===== config.mk =====
export PLATFORM = sky130hd
export DESIGN_NAME = bubble_page_loader
export DESIGN_NICKNAME = d
export VERILOG_FILES = /design/src/bubble_pkg.sv /design/src/bubble_page_loader.sv
export SDC_FILE = /design/constraint.sdc
export NUM_CORES = 1
export LEC_CHECK = 0
export BUFFER_PORTS_ARGS = -buffer_cell sky130_fd_sc_hd__buf_4
export CORE_MARGIN = 4
export CORE_UTILIZATION = 51
export CTS_BUF_LIST = sky130_fd_sc_hd__clkbuf_8
export CTS_CLUSTER_DIAMETER = 60
export DETAILED_ROUTE_END_ITERATION = 10
export PLACE_DENSITY_LB_ADDON = 0.12
export SLEW_MARGIN = 20
export SYNTH_ARGS = -nofsm -noshare
export SYNTH_HDL_FRONTEND = slang
export SYNTH_SLANG_ARGS = --single-unit

===== constraint.sdc =====
create_clock -name mclk -period 3.15 [get_ports mclk]
set_input_delay 0.4725 -clock mclk [delete_from_list [all_inputs] [get_ports mclk]]
set_output_delay 0.4725 -clock mclk [all_outputs]
set_load 0.02 [all_outputs]

===== src/bubble_pkg.sv =====
`default_nettype none

package bubble_pkg;

    // access type codes as seen on the bubble bus
    localparam logic [2:0] acc_idle = 3'b000; // nothing running
    localparam logic [2:0] acc_boot = 3'b110; // boot loop
    localparam logic [2:0] acc_user = 3'b111; // user page

    // buffer geometry
    localparam int buf_addr_w  = 13;               // one channel buffer, 8192 bits
    localparam int bit_addr_w  = 15;               // host bit address
    localparam int byte_addr_w = 12;               // host byte address
    localparam int buf_depth   = 1 << buf_addr_w;

    // parked read address when no boot or user access runs
    localparam logic [buf_addr_w-1:0] idle_read_addr = '1;

    // user pages sit in the top 1k of the buffer, base 7168
    localparam logic [2:0] user_page_base = 3'b111;

    // sequence lengths in output cycles
    localparam int boot_len = 4106; // filler, sync, bootloader, filler
    localparam int user_len = 584;  // 3 shifted bits plus page data

    // mclk cycles per output tick
    localparam int tick_div = 4;
    localparam int div_w    = $clog2(tick_div);

endpackage

`default_nettype wire


===== src/bubble_page_loader.sv =====
`timescale 1ns/1ps
`default_nettype none

// host byte in, eight single-bit buffer writes out, lsb first
module bubble_page_loader
    import bubble_pkg::*;
(
    input  wire                    mclk,
    input  wire                    rst,

    // host side
    input  wire                    load_valid,
    input  wire [byte_addr_w-1:0]  load_addr,
    input  wire [7:0]              load_byte,
    output logic                   load_busy,

    // outbuffer write port
    output logic                   wr_en,
    output logic [bit_addr_w-1:0]  wr_addr,
    output logic                   wr_data
);

    logic                   busy_q;   // serializing in progress
    logic [2:0]             bit_cnt;  // which byte bit goes out now
    logic [7:0]             byte_sr;  // shifts right, bit 0 on wr_data
    logic [byte_addr_w-1:0] base_q;   // latched byte address
    logic                   accept;

    assign accept = load_valid && !busy_q; // strobes while busy are dropped

    // control state
    always_ff @(posedge mclk)
    begin
        if (rst)
        begin
            busy_q  <= 1'b0;
            bit_cnt <= '0;
        end
        else if (accept)
        begin
            busy_q  <= 1'b1;
            bit_cnt <= '0;
        end
        else if (busy_q)
        begin
            bit_cnt <= bit_cnt + 3'd1;
            if (bit_cnt == 3'd7)
            begin
                busy_q <= 1'b0; // last bit written on this edge
            end
        end
    end

    // byte shifter and address latch
    always_ff @(posedge mclk)
    begin
        if (accept)
        begin
            byte_sr <= load_byte;
            base_q  <= load_addr;
        end
        else if (busy_q)
        begin
            byte_sr <= {1'b0, byte_sr[7:1]};
        end
    end

    assign load_busy = busy_q;
    assign wr_en     = busy_q;             // one write per busy cycle
    assign wr_addr   = {base_q, bit_cnt};  // byte address times 8 plus bit
    assign wr_data   = byte_sr[0];

endmodule

`default_nettype wire


==> flow_summary.ini, run 1 <==
[place]
hpwl_um = 1253
gp_congestion = 0.6619
io_buffers = 40

[floorplanning]
die_h_um = 50.47
initial_utilization_pct = 53.26
coreArea_um2 = 1727
io_pins = 41
die_area_um2 = 2547
rows = 15
die_w_um = 50.47

[setup_path]
crit_path_max_fanout = 12
crit_slowest_cell = nand2b_1
critPathLaunchType = flop
required_ns = 3.08
path_buf_inv = 1
critPathKind = reg -> reg
cp.depth = 2
path_cells = nand2b_1 > inv_1
rr_startpoint = load_busy
worstPathArrival_ns = 1.62
crit_path_end_kind = flop
crit_family = simple AND/OR/NAND/NOR gates
r2r_setup_slack_ns = 1.46
worstRegToRegCells = 2
r2r_end = base_q[10]
slowest_delay_ns = 0.50

[yosys]
synth_cell_types = 16
ys_seq_area_share_pct = 74.01
synth_fp_nets = 76
yosysMostFrequentCell = edfxtp_1
ys_warn_count = 0
netlist_area_um2 = 919.6
synth_top_area_share_pct = 65.31
synth_area_per_cell_um2 = 18.03
synth-seq-cells = 24
synthFlopType = edfxtp_1
synthCells = 51
async_reset_ff_share_pct = 0
synthTopCellsByCount = edfxtp_1, mux2_4, dfxtp_1
synth_area_leaders = edfxtp_1, mux2_4, dfxtp_1, ha_1, or3b_1
synth.largest_area_cell = edfxtp_1
synth_edf_count = 20

[grt]
grtUsageTotal_pct = 13.80
grt_overflow_total = 0
grt_pass1_vias = 573
grt_max_degree = 15
grt_pass1_wl_um = 2615
antenna_found_initial = 0

[route]
drt-initial-drc-count = 2
dr_total_vias = 569
drc_errors = 0
wl_per_cell_um = 13.75
via_per_inst = 4.822
wl_um = 1623
ant_nets = 0
first_pass_iters = 3

[clocking]
path_clk_slew_ns = 0.08
hold_buffers = 0
cts_resized = 0
clock_latency_ns = 0.26
cts_buffers = 3
clock_sinks = 24
clockRootBuffer = clkbuf_8
h-tree-depth = 1
clockBufferDepth = 2
cts_tree = done
post_cts_buffers = 0

[finish]
post-route-util_pct = 75.51
nets = 119
final_layout_size_suffix_gt1_share_pct = 55.91
syn2layout_area_growth_pct = 41.77
diodes = 0

[run_status]
outcome = finished clean

[timing]
tightest_slew_ns = 0.5405
rsz0062_at_grt = no
fmax_mhz = 591.3
finClkSkew_ns = 0.007157
drv_slew = 0
fin_crit_sh_pct = 53.69
relSlewSlack_pct = 63.96
setup-violations-final = 0
hold_viol = 0
fin_crit_ns = 1.691
setup_tns_ns = 0

[min_path]
hp-class = in -> reg
whs_endpoint = base_q[2]
hold_depth = 1
min-delay-start = load_addr[2]

[power]
peakVddDrop_v = 0.0003363
p_leak_nw = 0.5776
p_per_area_nw_per_um2 = 564.1

[job]
maxCapViolations = 0
[cell usage in the layout (no fill, tap or decap)]
cell and instances:
buf_4 40, edfxtp_1 20, mux2_4 7, dfxtp_1 4, a21oi_1 3, clkbuf_8 3
nand2b_1 2, inv_1 2, nand2_1 2, or3b_1 2, ha_1 2, or2_2 1
and2_1 1, nor2_1 1, or2b_1 1, o22ai_1 1, bufinv_16 1
[worst max path at each step]
stage | from | to | slack, ns
floorplan | load_busy | byte_sr[0] | 1.77
global placement | load_valid | base_q[10] | 1.49
detailed placement | load_valid | base_q[4] | 1.42
CTS | load_busy | base_q[4] | 1.46
global route | load_busy | base_q[10] | 1.27
finish | load_busy | base_q[10] | 1.46
[layer usage]
layer  vias to the layer above  track usage, %  routed length, um
met5                         -               0                  0
met4                         0           4.036                  0
met3                         0           3.561                172
met2                        28           22.83                803
met1                       272           17.81                646
li1                        269               -                  -
[final cells by class]
| class | instances | area, um^2 |
|---|---|---|
| timing repair buffer | 40 | 300.3 |
| clock inverter | 1 | 30.03 |
| inverter | 2 | 7.507 |
| clock buffer | 3 | 41.29 |
| multi-input combinational | 23 | 212.7 |
| fill | 123 | 422.9 |
| sequential | 24 | 680.7 |
| tap | 25 | 31.28 |
[registers in the layout, summed over array words and instances (netlist names)]
signal     cells
load_busy      1
base_q        12
bit_cnt        3
byte_sr        8
[logic make-up after synthesis]
group                      Yosys count  synth area share [%]
DFF                                 24                 74.01
and+or+nand+nor                     10                 6.668
muxes                                7                 11.43
AOI/OAI and AO/OA                    4                 2.313
buffers and inverters                4                 2.858
adders and majority gates            2                 2.721
[per-stage QoR]
stage	hold WS [ns]	cell area, um^2	setup WS, ns	std cells	power [mW]
floorplan	0.5268	919.6	1.772	51	0.4389
global placement	0.5145	1232	1.493	114	0.4818
detailed placement	0.5350	1232	1.423	114	0.4847
CTS	0.3817	1304	1.458	118	0.7434
global route	0.3658	1304	1.267	118	0.7721
finish	0.3866	1304	1.459	118	0.7354
[where the power goes]
part	total (mW)	internal, mW	switching (mW)
registers	0.382	0.372	0.00947
clock network	0.259	0.170	0.0895
logic	0.0946	0.0534	0.0412
Note: power is estimated with default switching activity, not from simulation.
==> inputs of run 2 (changes only) <==
--- a/config.mk
+++ b/config.mk
@@ -7,7 +7,7 @@
 export LEC_CHECK = 0
 export BUFFER_PORTS_ARGS = -buffer_cell sky130_fd_sc_hd__buf_4
 export CORE_MARGIN = 4
-export CORE_UTILIZATION = 51
+export CORE_UTILIZATION = 43
 export CTS_BUF_LIST = sky130_fd_sc_hd__clkbuf_8
 export CTS_CLUSTER_DIAMETER = 60
 export DETAILED_ROUTE_END_ITERATION = 10
==> constraint.sdc (replaced) <==
create_clock -name mclk -period 1.5 [get_ports mclk]
set_input_delay 0.225 -clock mclk [delete_from_list [all_inputs] [get_ports mclk]]
set_output_delay 0.225 -clock mclk [all_outputs]
set_load 0.02 [all_outputs]
==> flow_summary.ini, run 2 (synthesized netlist as in run 1, its figures left out) <==
[run_status]
outcome = finished clean

[floorplanning]
initial_utilization_pct = 45.94
coreArea_um2 = 2002
die_h_um = 54.25
die_area_um2 = 2943
rows = 16
io_pins = 41
die_w_um = 54.25

[place]
placed_cell_area_um2 = 1250
pre_cts_slack_ns = 0.3020
gp_congestion = 0.7021
hpwl_um = 1281
dp.cells = 118
io_buffers = 40

[route]
drc_errors = 0
dr_total_vias = 553
drt-initial-drc-count = 8
wl_um = 1641
via_per_inst = 4.533
wl_per_cell_um = 13.45
ant_nets = 0
first_pass_iters = 4

[power]
p_leak_nw = 0.5746
peakVddDrop_v = 0.0007020
p_total_mw = 1.367
p_per_area_nw_per_um2 = 1055

[clocking]
post_cts_buffers = 0
clock_latency_ns = 0.25
cts_tree = done
clockBufferDepth = 2
h-tree-depth = 1
cts_buffers = 3
clockRootBuffer = clkbuf_8
clock_sinks = 24
path_clk_slew_ns = 0.08
hold_buffers = 0
cts_resized = 0

[setup_path]
crit_path_max_fanout = 8
critPathLaunchType = flop
worstRegToRegCells = 3
crit_slowest_cell = dfxtp_1
crit_family = flip-flops
worstPathArrival_ns = 1.22
path_cells = nand2b_1 > buf_4 > mux2_4
cp.depth = 3
crit_path_end_kind = flop
path_buf_inv = 1
slowest_delay_ns = 0.33
critPathKind = reg -> reg
required_ns = 1.51
r2r_setup_slack_ns = 0.29

[timing]
hold_viol = 0
drv_slew = 0
setup-violations-final = 0
tightest_slew_ns = 0.4249
setup_tns_ns = 0
relSlewSlack_pct = 71.64
whs_ns = 0.1424
fmax_mhz = 828.9
rsz0062_at_grt = no
fin_crit_ns = 1.206
fin_crit_sh_pct = 80.43
setup_slack_ns = 0.2936
finClkSkew_ns = 0.0006939

[finish]
layout.cells.non_filler = 122
syn2layout_area_growth_pct = 40.82
top_register = base_q
largest_register_ffs = 12
final_cell_mix = buf_4, edfxtp_1, mux2_4
post-route-util_pct = 64.69
nets = 121
diodes = 0
design_area_um2 = 1295
mostFrequentLayoutCell = buf_4
n_fill_cell = 166
final_layout_size_suffix_gt1_share_pct = 55.79
reg_top3 = base_q (12), byte_sr (8), bit_cnt (3)

[grt]
antenna_found_initial = 0
grt_pass1_wl_um = 2366
grt_max_degree = 14
grtUsageTotal_pct = 11.90
grt_overflow_total = 0
grt_pass1_vias = 533

[job]
maxCapViolations = 0

[min_path]
hp-class = in -> reg
hold_depth = 1
[run 2: power breakdown]
group / switching, mW / internal, mW / total [mW]
sequential: 0.0160 / 0.782 / 0.798
combinational: 0.0896 / 0.117 / 0.206
clock: 0.181 / 0.182 / 0.363
total: 0.286 / 1.08 / 1.37
[run 2: final timing paths]
kind	start	end
setup / recovery	load_busy	byte_sr[4]
hold / removal	load_addr[7]	base_q[7]
setup reg to reg	load_busy	byte_sr[4]
hold reg to reg	bit_cnt[0]	bit_cnt[0]
[run 2: per-layer routing]
metal / share of wire, % / global-route usage [%]
met3: 9.1 / 2.997
met2: 48 / 19.92
met1: 43 / 14.01
met4: 0.49 / 6.224
met5: 0 / 0
[run 2: worst reg2reg max path, cell delays in order, from the launching register on]
cell and delay [ns]:
dfxtp_1 0.33, nand2b_1 0.12, buf_4 0.20, mux2_4 0.31
[run 2: area by class of cell]
class	count	area, um^2	share of cell area (%)
multi-input cells	23	212.7	16.43
well taps	27	33.78	2.609
clock buffers	3	41.29	3.188
repair buffers	42	315.3	24.35
inverters	2	7.507	0.5797
flip-flops and latches	24	680.7	52.56
clock inverters	1	3.754	0.2899
