**src/bubble_pkg.sv**
```systemverilog
`default_nettype none

package bubble_pkg;

    // access type codes as seen on the bubble bus
    localparam logic [2:0] acc_idle = 3'b000; // nothing running
    localparam logic [2:0] acc_boot = 3'b110; // boot loop
    localparam logic [2:0] acc_user = 3'b111; // user page

    // buffer geometry
    localparam int buf_addr_w  = 13;               // one channel buffer, 8192 bits
    localparam int bit_addr_w  = 15;               // host bit address
    localparam int byte_addr_w = 12;               // host byte address
    localparam int buf_depth   = 1 << buf_addr_w;

    // parked read address when no boot or user access runs
    localparam logic [buf_addr_w-1:0] idle_read_addr = '1;

    // user pages sit in the top 1k of the buffer, base 7168
    localparam logic [2:0] user_page_base = 3'b111;

    // sequence lengths in output cycles
    localparam int boot_len = 4106; // filler, sync, bootloader, filler
    localparam int user_len = 584;  // 3 shifted bits plus page data

    // mclk cycles per output tick
    localparam int tick_div = 4;
    localparam int div_w    = $clog2(tick_div);

endpackage

`default_nettype wire

```
**src/bubble_cycle_sequencer.sv**
```systemverilog
`timescale 1ns/1ps
`default_nettype none

// replays one boot or user access as a train of output cycles
module bubble_cycle_sequencer
    import bubble_pkg::*;
(
    input  wire                   mclk,
    input  wire                   rst,

    // access request
    input  wire                   req,
    input  wire [2:0]             req_type,
    output logic                  seq_busy,

    // to outbuffer
    output logic [2:0]            acc_type,
    output logic [buf_addr_w-1:0] cycle_num,
    output logic                  bout_tick
);

    logic                  busy_q;
    logic [2:0]            type_q;     // acc_idle whenever not busy
    logic [div_w-1:0]      div_q;      // mclk count inside one output cycle
    logic [buf_addr_w-1:0] cyc_q;      // current output cycle
    logic [buf_addr_w-1:0] last_cyc;   // end count for the running type
    logic                  type_ok;
    logic                  start;
    logic                  tick;

    // only boot and user are real accesses
    assign type_ok = (req_type == acc_boot) || (req_type == acc_user);
    assign start   = req && !busy_q && type_ok;

    // end count picked from the latched type
    assign last_cyc = (type_q == acc_boot) ? buf_addr_w'(boot_len - 1)
                                           : buf_addr_w'(user_len - 1);

    // read strobe on the last divider step
    assign tick = busy_q && (div_q == div_w'(tick_div - 1));

    always_ff @(posedge mclk)
    begin
        if (rst)
        begin
            busy_q <= 1'b0;
            type_q <= acc_idle;
            div_q  <= '0;
            cyc_q  <= '0;
        end
        else if (start)
        begin
            busy_q <= 1'b1;
            type_q <= req_type;
            div_q  <= '0;
            cyc_q  <= '0;    // first cycle is number 0
        end
        else if (busy_q)
        begin
            if (tick)
            begin
                div_q <= '0;
                if (cyc_q == last_cyc)
                begin
                    // last read issued, back to idle
                    busy_q <= 1'b0;
                    type_q <= acc_idle;
                    cyc_q  <= '0;
                end
                else
                begin
                    cyc_q <= cyc_q + 1'b1; // next output cycle
                end
            end
            else
            begin
                div_q <= div_q + 1'b1;
            end
        end
    end

    assign seq_busy  = busy_q;
    assign acc_type  = type_q;
    assign cycle_num = cyc_q;
    assign bout_tick = tick;

endmodule

`default_nettype wire

```
**config.mk**
```make
export PLATFORM = sky130hd
export DESIGN_NAME = bubble_cycle_sequencer
export DESIGN_NICKNAME = d
export VERILOG_FILES = /design/src/bubble_pkg.sv /design/src/bubble_cycle_sequencer.sv
export SDC_FILE = /design/constraint.sdc
export NUM_CORES = 1
export LEC_CHECK = 0
export CAP_MARGIN = 20
export CORE_MARGIN = 4
export CORE_UTILIZATION = 64
export CTS_CLUSTER_SIZE = 12
export DETAILED_ROUTE_END_ITERATION = 10
export DONT_BUFFER_PORTS = 1
export PLACE_DENSITY_LB_ADDON = 0.25
export SYNTH_ARGS = -nofsm -noshare
export SYNTH_HDL_FRONTEND = slang
export SYNTH_SLANG_ARGS = --single-unit
```
**constraint.sdc**
```tcl
create_clock -name mclk -period 5.3 [get_ports mclk]
set_input_delay 1.06 -clock mclk [delete_from_list [all_inputs] [get_ports mclk]]
set_output_delay 1.06 -clock mclk [all_outputs]
set_load 0.02 [all_outputs]
```
==> results of run 1 <==
cells in the mapped netlist, types with 2 or more instances:
master / count
dfxtp_1: 19
nor3_1: 12
nand3_1: 8
nand4_1: 5
nor2_1: 5
xnor2_1: 5
xor2_1: 5
nand2_1: 4
o21ai_0: 4
inv_1: 3
nand2b_1: 3
a211oi_1: 2
and3_1: 2
clkbuf_1: 2
ha_1: 2
mux2i_1: 2
nor3_2: 2
or2_2: 2
or3_1: 2
sequential cells by signal, indices dropped and copies added (netlist names):
name / count
cycle_num: 13
acc_type: 3
div_q: 2
seq_busy: 1
metal layers:
layer	GRT usage [%]	vias to the layer above
met5	0	-
met4	5.11	0
met3	9.09	2
met2	30.2	27
met1	27.3	331
li1	-	374
logic make-up (layout without fill, tap and decap cells):
family          after synthesis  after routing  share of synthesized area (%)
compound gates               11             11                           8.94
xor+xnor                     10             10                           9.48
fa+ha+maj                     2              2                           2.71
buf+inv                       6              7                           3.25
flops                        19             19                           41.2
mux                           2              2                           2.17
simple gates                 51             51                           32.2
through the flow:
step / utilization [%] / worst slack (ns)
2_1_floorplan: - / 3.39
3_5_place_dp: 69.2 / 3.23
4_1_cts: 71.2 / 2.97
3_3_place_gp: 69.2 / 3.26
5_1_grt: 71.2 / 2.88
6_report: 71.2 / 2.99
power by group through the flow:
stage / Clock (mW) / Combinational [mW] / Sequential [mW]
6_report: 0.0698 / 0.00736 / 0.149
5_1_grt: 0.0837 / 0.00829 / 0.150
4_1_cts: 0.0727 / 0.00738 / 0.149
3_5_place_dp: 0 / 0.00728 / 0.153
3_3_place_gp: 0 / 0.00695 / 0.153
2_1_floorplan: 0 / 0.00617 / 0.152
layout make-up:
cell class | count | area [µm²]
fillers | 109 | 384
flip-flops and latches | 19 | 380
well taps | 15 | 18.8
multi-input cells | 76 | 513
clock buffers | 4 | 26.3
inverters | 3 | 11.3
worst max-delay path by stage:
| stage | from | endpoint | cells after the start |
|---|---|---|---|
| floorplan | seq_busy$_SDFF_PP0_ | bout_tick | 2 |
| global placement | cycle_num[6]$_SDFFE_PP0P_ | acc_type[1]$_SDFFE_PP0P_ | 4 |
| detailed placement | cycle_num[6]$_SDFFE_PP0P_ | acc_type[2]$_SDFFE_PP0P_ | 4 |
| CTS | seq_busy$_SDFF_PP0_ | bout_tick | 2 |
| global route | seq_busy$_SDFF_PP0_ | bout_tick | 2 |
| finish | seq_busy$_SDFF_PP0_ | bout_tick | 2 |
worst max-delay path, stage by stage (launching register included):
cell and delay (ns):
dfxtp_1 0.57, nand2_1 0.19, inv_1 0.20
==> results.yml, run 1 <==
routing:
  first_pass_iters: 6
  met2_length_um: 909
  drt-met1-wl_um: 772
  postRouteWirelength_mm: 1.83
  drcViolationCount: 0
  wl_per_cell_um: 15.6
  final_antenna_net_count: 0
  top_layer_used: "met4"
  vias_per_cell: 6.27
  route.met3.wl_um: 134
  drt_iter0_drc: 34
  num_vias: 734
worst_hold_path:
  holdPathStages: 2
  hp-class: "register to register"
  min-delay-start: "div_q[1]$_SDFFE_PP0P_"
  holdPathEnd: "div_q[1]$_SDFFE_PP0P_"
finish:
  layout-drive-gt1-share_pct: 10.8
  area.growth.synth_to_final_pct: 2.85
  final_area_um2: 950
  final_cells: 117
  diodes: 0
  final_common_cell: "dfxtp_1"
  final_cell_mix: "19 x dfxtp_1, 12 x nor3_1, 8 x nand3_1"
  fin_nets: 111
synth:
  mappedNetlistNets: 109
  ys_seq_area_share_pct: 41.2
  synth_edf_count: 0
  syn_area_um2: 923
  post-synth-top-area-fraction_pct: 41.2
  ys_types: 31
  synth_cells: 101
  synth_warnings: 0
  ys_ff_latch: 19
  synth_flop_cell: "dfxtp_1"
  yosysTopAreaCell: "dfxtp_1"
  ys_top_cells_by_area: "dfxtp_1 41%, nor3_1 6.5%, xnor2_1 4.7%, xor2_1 4.7%, nand3_1 4.3%"
  avgSynthCellArea_um2: 9.14
  ys_async_sr_fraction_pct: 0
global_route:
  grt_pass1_wl_mm: 3.13
  grt_pass1_vias: 689
  grtUsageTotal_pct: 20.6
  grt_max_degree: 17
  grt_overflow: 0
  antenna_found_initial: 0
placement:
  io_buffers: 0
  globalplace.congestion: 0.823
  place_area_um2: 923
  dp_hpwl_mm: 1.31
  placed_cells: 113
power:
  power_switching_mw: 0.0496
  power.internal_mw: 0.177
  peakVddDrop_mv: 0.174
  power_mw: 0.226
  power.density_nw_per_um2: 238
  pwr-share-seq_pct: 65.9
  pwr-share-clk_pct: 30.8
  power_leakage_nw: 0.319
  p_comb_share_pct: 3.3
  p_sw_share_pct: 21.9
clocking:
  clock-sinks: 19
  post_cts_buffers: 0
  hold_buffers: 0
  insertion_delay_ns: 0.29
  clk_path_buf_depth: 2
  cts-root-buf: "clkbuf_4"
  cts_max_level: 1
  cts.clk_slew.worst_paths_ns: 0.10
  cts_tree: "done"
  cts_buffers: 3
  cts-resized-gates: 0
flow_run:
  drv_cap: 0
sta:
  worst_clock_skew_ns: 0.00275
  fmax_mhz: 432
  setup_violations: 0
  slew_headroom_pct: 59.3
  hold_ws_ns: 0.519
  worst_pin_slew_ns: 0.611
  rsz0062_at_grt: "false"
  final_hold_viol_count: 0
  timing.final.crit_period_ns: 2.31
  fin_tns_setup_ns: 0
  post-route-period-util_pct: 43.7
  maxSlewViolCount: 0
critical_path:
  crit_fanout: 7
  cp-start-kind: "register"
  worstReg2RegStart: "cycle_num[6]$_SDFFE_PP0P_"
  rr_endpoint: "acc_type[2]$_SDFFE_PP0P_"
  crit_type: "register to primary output"
  cp.required_ns: 4.24
  rr_worst_depth: 4
  cp.arrival_ns: 1.25
  rrSetupSlack_ns: 3.21
  critPathCaptureType: "primary output"
run_status:
  status: "finished clean"
floorplanning:
  die_area_um2: 2110
  die-height_um: 46.0
  rows: 13
  io_pins: 24
  die_x_um: 46.0
  core_um2: 1330
  start_util_pct: 69.2
Power figures use the tool's default switching activity.
==> inputs of run 2 (changes only) <==
ABC_AREA = 1   (was not set)
CORE_UTILIZATION = 55   (was 64)
clock period = 2.1 ns   (was 5.3 ns; I/O delays follow)
==> results.yml, run 2 <==
run_status:
  status: "finished clean"
synth:
  yosys-top-cells-count: "43 x nand2_1, 19 x dfxtp_1, 18 x inv_1"
  synth_warnings: 0
  avgSynthCellArea_um2: 7.28
  post-synth-top-area-fraction_pct: 34.8
  ys_async_sr_fraction_pct: 0
  yosysTopAreaCell: "dfxtp_1"
  synth_cells: 150
  post-synth-top-count-cell: "nand2_1"
  ys_seq_area_share_pct: 34.8
  ys_types: 23
  syn_area_um2: 1090
  ys_ff_latch: 19
  synth_edf_count: 0
  synth_flop_cell: "dfxtp_1"
  ys_top_cells_by_area: "dfxtp_1 35%, nand2_1 15%, inv_1 6.2%, nor2_1 5.2%, nor2_2 4.6%"
  mappedNetlistNets: 158
floorplanning:
  io_pins: 24
  die-height_um: 52.6
  rows: 15
  die_x_um: 52.6
  core_um2: 1800
  start_util_pct: 60.6
  die_area_um2: 2760
power:
  p_sw_share_pct: 24.1
  p_comb_share_pct: 4.0
  peakVddDrop_mv: 0.405
  power.internal_mw: 0.444
  pwr-share-clk_pct: 31.6
  power_switching_mw: 0.141
  pwr-share-seq_pct: 64.4
  power_leakage_nw: 0.452
  power.density_nw_per_um2: 513
finish:
  fin_nets: 162
  layout-drive-gt1-share_pct: 16.3
  area.growth.synth_to_final_pct: 4.35
  n_fill_cell: 189
  final_cells: 178
  final_common_cell: "nand2_1"
  diodes: 0
  final_cell_mix: "43 x nand2_1, 19 x dfxtp_1, 18 x inv_1"
  fin_util_pct: 63.3
  largest_reg_flops: 13
global_route:
  grt_max_degree: 12
  grt_pass1_vias: 843
  antenna_found_initial: 0
  grtUsageTotal_pct: 18.9
  grt_overflow: 0
  grt_pass1_wl_mm: 3.71
routing:
  drt_iter0_drc: 10
  drcViolationCount: 0
  wl_per_cell_um: 12.4
  vias_per_cell: 5.19
  postRouteWirelength_mm: 2.21
  num_vias: 923
  first_pass_iters: 4
  final_antenna_net_count: 0
clocking:
  cts-resized-gates: 0
  cts-root-buf: "clkbuf_4"
  clock-sinks: 19
  clk_path_buf_depth: 2
  cts_tree: "done"
  cts_buffers: 3
  hold_buffers: 0
  post_cts_buffers: 0
  insertion_delay_ns: 0.31
  cts.clk_slew.worst_paths_ns: 0.11
  cts_max_level: 1
sta:
  final_hold_viol_count: 0
  slew_headroom_pct: 65.2
  maxSlewViolCount: 0
  timing.final.crit_period_ns: 1.62
  rsz0062_at_grt: "false"
  fin_tns_setup_ns: 0
  post-route-period-util_pct: 77.3
  worst_pin_slew_ns: 0.521
  worst_clock_skew_ns: 0.00849
  fmax_mhz: 616
  setup_violations: 0
worst_hold_path:
  hp-class: "input port to register"
  holdPathStages: 1
placement:
  globalplace.congestion: 0.855
  placed_cells: 174
  io_buffers: 0
  dp_hpwl_mm: 1.73
critical_path:
  critPathCaptureType: "primary output"
  crit_type: "register to primary output"
  cp.arrival_ns: 1.20
  crit_fanout: 10
  cp.required_ns: 1.68
  cp-start-kind: "register"
  rr_worst_depth: 9
flow_run:
  drv_cap: 0
==> run 2: cell types whose count changed after synthesis, moves of 4 or more <==
| cell | delta |
|---|---|
| xnor2_1 | -5 |
| inv_1 | +15 |
| nor2_2 | +8 |
| nor2_4 | +4 |
| nand2_1 | +39 |
| nor2_1 | +10 |
| a21oi_1 | +7 |
| nor3_1 | -10 |
==> run 2: per-stage QoR <==
stage	instance area (µm²)	worst slack, ns	hold slack [ns]	total power [mW]
after floorplan	1090	0.694	0.445	0.403
after global placement	1110	0.554	0.456	0.408
after detailed placement	1110	0.541	0.461	0.409
after CTS	1140	0.462	0.150	0.595
after global routing	1140	0.336	0.138	0.613
final	1140	0.478	0.161	0.585
==> run 2: critical path, cell delays in order (launching register included) <==
cell and delay, ns:
dfxtp_1 0.58, nand2_4 0.15, inv_6 0.15
==> run 2: cell type report <==
cell class / count / area (µm²) / area share, %
multi-input cells: 111 / 624 / 54.8
well taps: 25 / 31.3 / 2.74
clock inverters: 1 / 5.00 / 0.439
inverters: 19 / 76.3 / 6.70
flip-flops and latches: 19 / 380 / 33.4
clock buffers: 3 / 22.5 / 1.98
==> run 2: path summary, 6_finish.rpt <==
check	startpoint	to	slack, ns
worst max-delay path	seq_busy$_SDFF_PP0_	bout_tick	0.48
worst min-delay path	rst	seq_busy$_SDFF_PP0_	0.16
worst max register to register	cycle_num[1]$_SDFFE_PP0P_	cycle_num[12]$_SDFFE_PP0P_	0.48
worst min register to register	div_q[1]$_SDFFE_PP0P_	div_q[1]$_SDFFE_PP0P_	0.47
==> run 2: kinds of logic (layout without fill, tap and decap cells) <==
family / Yosys count / count (layout) / share of synthesized area [%]
adders and majority gates: 2 / 2 / 2.29
DFF: 19 / 19 / 34.8
buffers and inverters: 20 / 23 / 8.02
and+or+nand+nor: 94 / 94 / 46.3
AOI/OAI and AO/OA: 10 / 10 / 4.58
xor gates and xnor gates: 5 / 5 / 4.01
==> run 2: power by group through the flow <==
stage / clock network, mW / registers (mW) / logic [mW]
2_1_floorplan: 0 / 0.384 / 0.0194
3_5_place_dp: 0 / 0.385 / 0.0235
3_3_place_gp: 0 / 0.385 / 0.0231
5_1_grt: 0.208 / 0.378 / 0.0273
6_report: 0.185 / 0.377 / 0.0234
4_1_cts: 0.194 / 0.377 / 0.0235
==> run 2: per-layer routing <==
layer	global-route usage (%)	wire [µm]	up-vias
met5	0	0	-
met4	8.09	41	0
met3	9.12	170	6
met2	30.6	1060	31
met1	20.8	940	407
li1	-	-	479
==> inputs of run 3 (changes only) <==
CORE_UTILIZATION = 61   (was 55)
clock period = 1.7 ns   (was 2.1 ns; I/O delays follow)
==> results.yml, run 3 (synthesized netlist as in run 2, its figures left out) <==
sta:
  final_hold_viol_count: 0
  timing.final.crit_period_ns: 1.44
  worst_pin_slew_ns: 0.395
  fin_tns_setup_ns: 0
  fmax_mhz: 692
  post-route-period-util_pct: 85.0
  setup_violations: 0
  rsz0062_at_grt: "false"
  worst_clock_skew_ns: 0.00414
  maxSlewViolCount: 0
  fin_ws_ns: 0.256
  slew_headroom_pct: 73.6
placement:
  globalplace.congestion: 0.917
  dp_hpwl_mm: 1.89
  place_area_um2: 1190
  dpl_worst_slack_ns: 0.305
  io_buffers: 0
floorplanning:
  die-height_um: 50.3
  rows: 15
  core_um2: 1710
  start_util_pct: 64.0
  die_x_um: 50.3
  die_area_um2: 2530
  io_pins: 24
critical_path:
  critical-path-top-delay-family: "flip-flops"
  critPathLaunch: "div_q[0]$_SDFFE_PP0P_"
  rr_worst_depth: 9
  cp.arrival_ns: 1.10
  slowest_delay_ns: 0.37
  crit_fanout: 10
  crit_type: "register to primary output"
  rrSetupSlack_ns: 0.27
  path_depth: 3
  crit_buf_inv: 1
  crit_slowest_cell: "dfxtp_1"
  critPathCaptureType: "primary output"
  rr_endpoint: "cycle_num[12]$_SDFFE_PP0P_"
  worstReg2RegStart: "cycle_num[1]$_SDFFE_PP0P_"
  cp-start-kind: "register"
  worstSetupEndpoint: "bout_tick"
  cp.required_ns: 1.36
  path_cells: "ha_1 > nand2_4 > inv_6"
worst_hold_path:
  hp-class: "input port to register"
routing:
  num_vias: 1000
  top_layer_used: "met4"
  route.met3.wl_um: 182
  met2_length_mm: 1.15
  drt-met1-wl_um: 982
  drt_iter0_drc: 26
  wl_per_cell_um: 12.6
  first_pass_iters: 4
  drcViolationCount: 0
  postRouteWirelength_mm: 2.38
  vias_per_cell: 5.32
  final_antenna_net_count: 0
clocking:
  hold_buffers: 0
  clock-sinks: 19
  cts.clk_slew.worst_paths_ns: 0.11
  cts_buffers: 3
  cts_max_level: 1
  post_cts_buffers: 0
  clk_path_buf_depth: 2
  cts-resized-gates: 0
  insertion_delay_ns: 0.31
  cts_tree: "done"
  cts-root-buf: "clkbuf_4"
power:
  power.internal_mw: 0.551
  peakVddDrop_mv: 0.744
  p_comb_share_pct: 4.6
  pwr-share-seq_pct: 62.9
  power.density_nw_per_um2: 605
  p_sw_share_pct: 25.1
  power_switching_mw: 0.184
  power_leakage_nw: 0.506
  pwr-share-clk_pct: 32.5
  power_mw: 0.735
finish:
  final_common_cell: "nand2_1"
  final_cell_mix: "43 x nand2_1, 19 x dfxtp_1, 18 x inv_1"
  final_area_um2: 1210
  area.growth.synth_to_final_pct: 11.2
  largest_reg_flops: 13
  fin_nets: 172
  diodes: 0
  layout-drive-gt1-share_pct: 21.5
global_route:
  grt_pass1_vias: 943
  antenna_found_initial: 0
  grt_max_degree: 12
  grt_pass1_wl_mm: 4.04
  grt_overflow: 0
  grtUsageTotal_pct: 21.1
run_status:
  status: "finished clean"
flow_run:
  drv_cap: 0
run 3: worst min path at each step:
stage                     startpoint                       end  slack, ns  cells past startpoint
final                            rst  acc_type[1]$_SDFFE_PP0P_       0.08                      1
after detailed placement         rst  acc_type[1]$_SDFFE_PP0P_       0.41                      1
after global placement           rst  acc_type[2]$_SDFFE_PP0P_       0.41                      1
after CTS                        rst  acc_type[1]$_SDFFE_PP0P_       0.07                      1
after global routing             rst  acc_type[1]$_SDFFE_PP0P_       0.06                      1
after floorplan                  rst  acc_type[1]$_SDFFE_PP0P_       0.41                      1
run 3: power groups by stage:
| stage | sequential [mW] | clock [mW] | combinational, mW |
|---|---|---|---|
| 2_1_floorplan | 0.474 | 0 | 0.0239 |
| 3_3_place_gp | 0.473 | 0 | 0.0327 |
| 3_5_place_dp | 0.473 | 0 | 0.0339 |
| 4_1_cts | 0.463 | 0.244 | 0.0340 |
| 5_1_grt | 0.464 | 0.264 | 0.0381 |
| 6_report | 0.462 | 0.238 | 0.0339 |
run 3: stage by stage:
step                      instances  util [%]  hold WS [ns]
after CTS                       188      71.1        0.0722
after global placement          184      69.5         0.411
after global routing            188      71.1        0.0569
after floorplan                 150         -         0.409
final                           188      71.1        0.0811
after detailed placement        184      69.5         0.412
run 3: layout make-up:
cell class / instances / area (µm²)
fill: 144 / 493
timing repair buffer: 10 / 75.1
clock inverter: 1 / 5.00
clock buffer: 3 / 22.5
sequential: 19 / 380
inverter: 19 / 76.3
multi-input combinational: 111 / 624
tap: 25 / 31.3
run 3: layer usage:
layer	GRT usage (%)	vias to the layer above
met5	0	-
met4	11.7	0
met3	5.04	8
met2	35.7	40
met1	24.2	449
li1	-	503
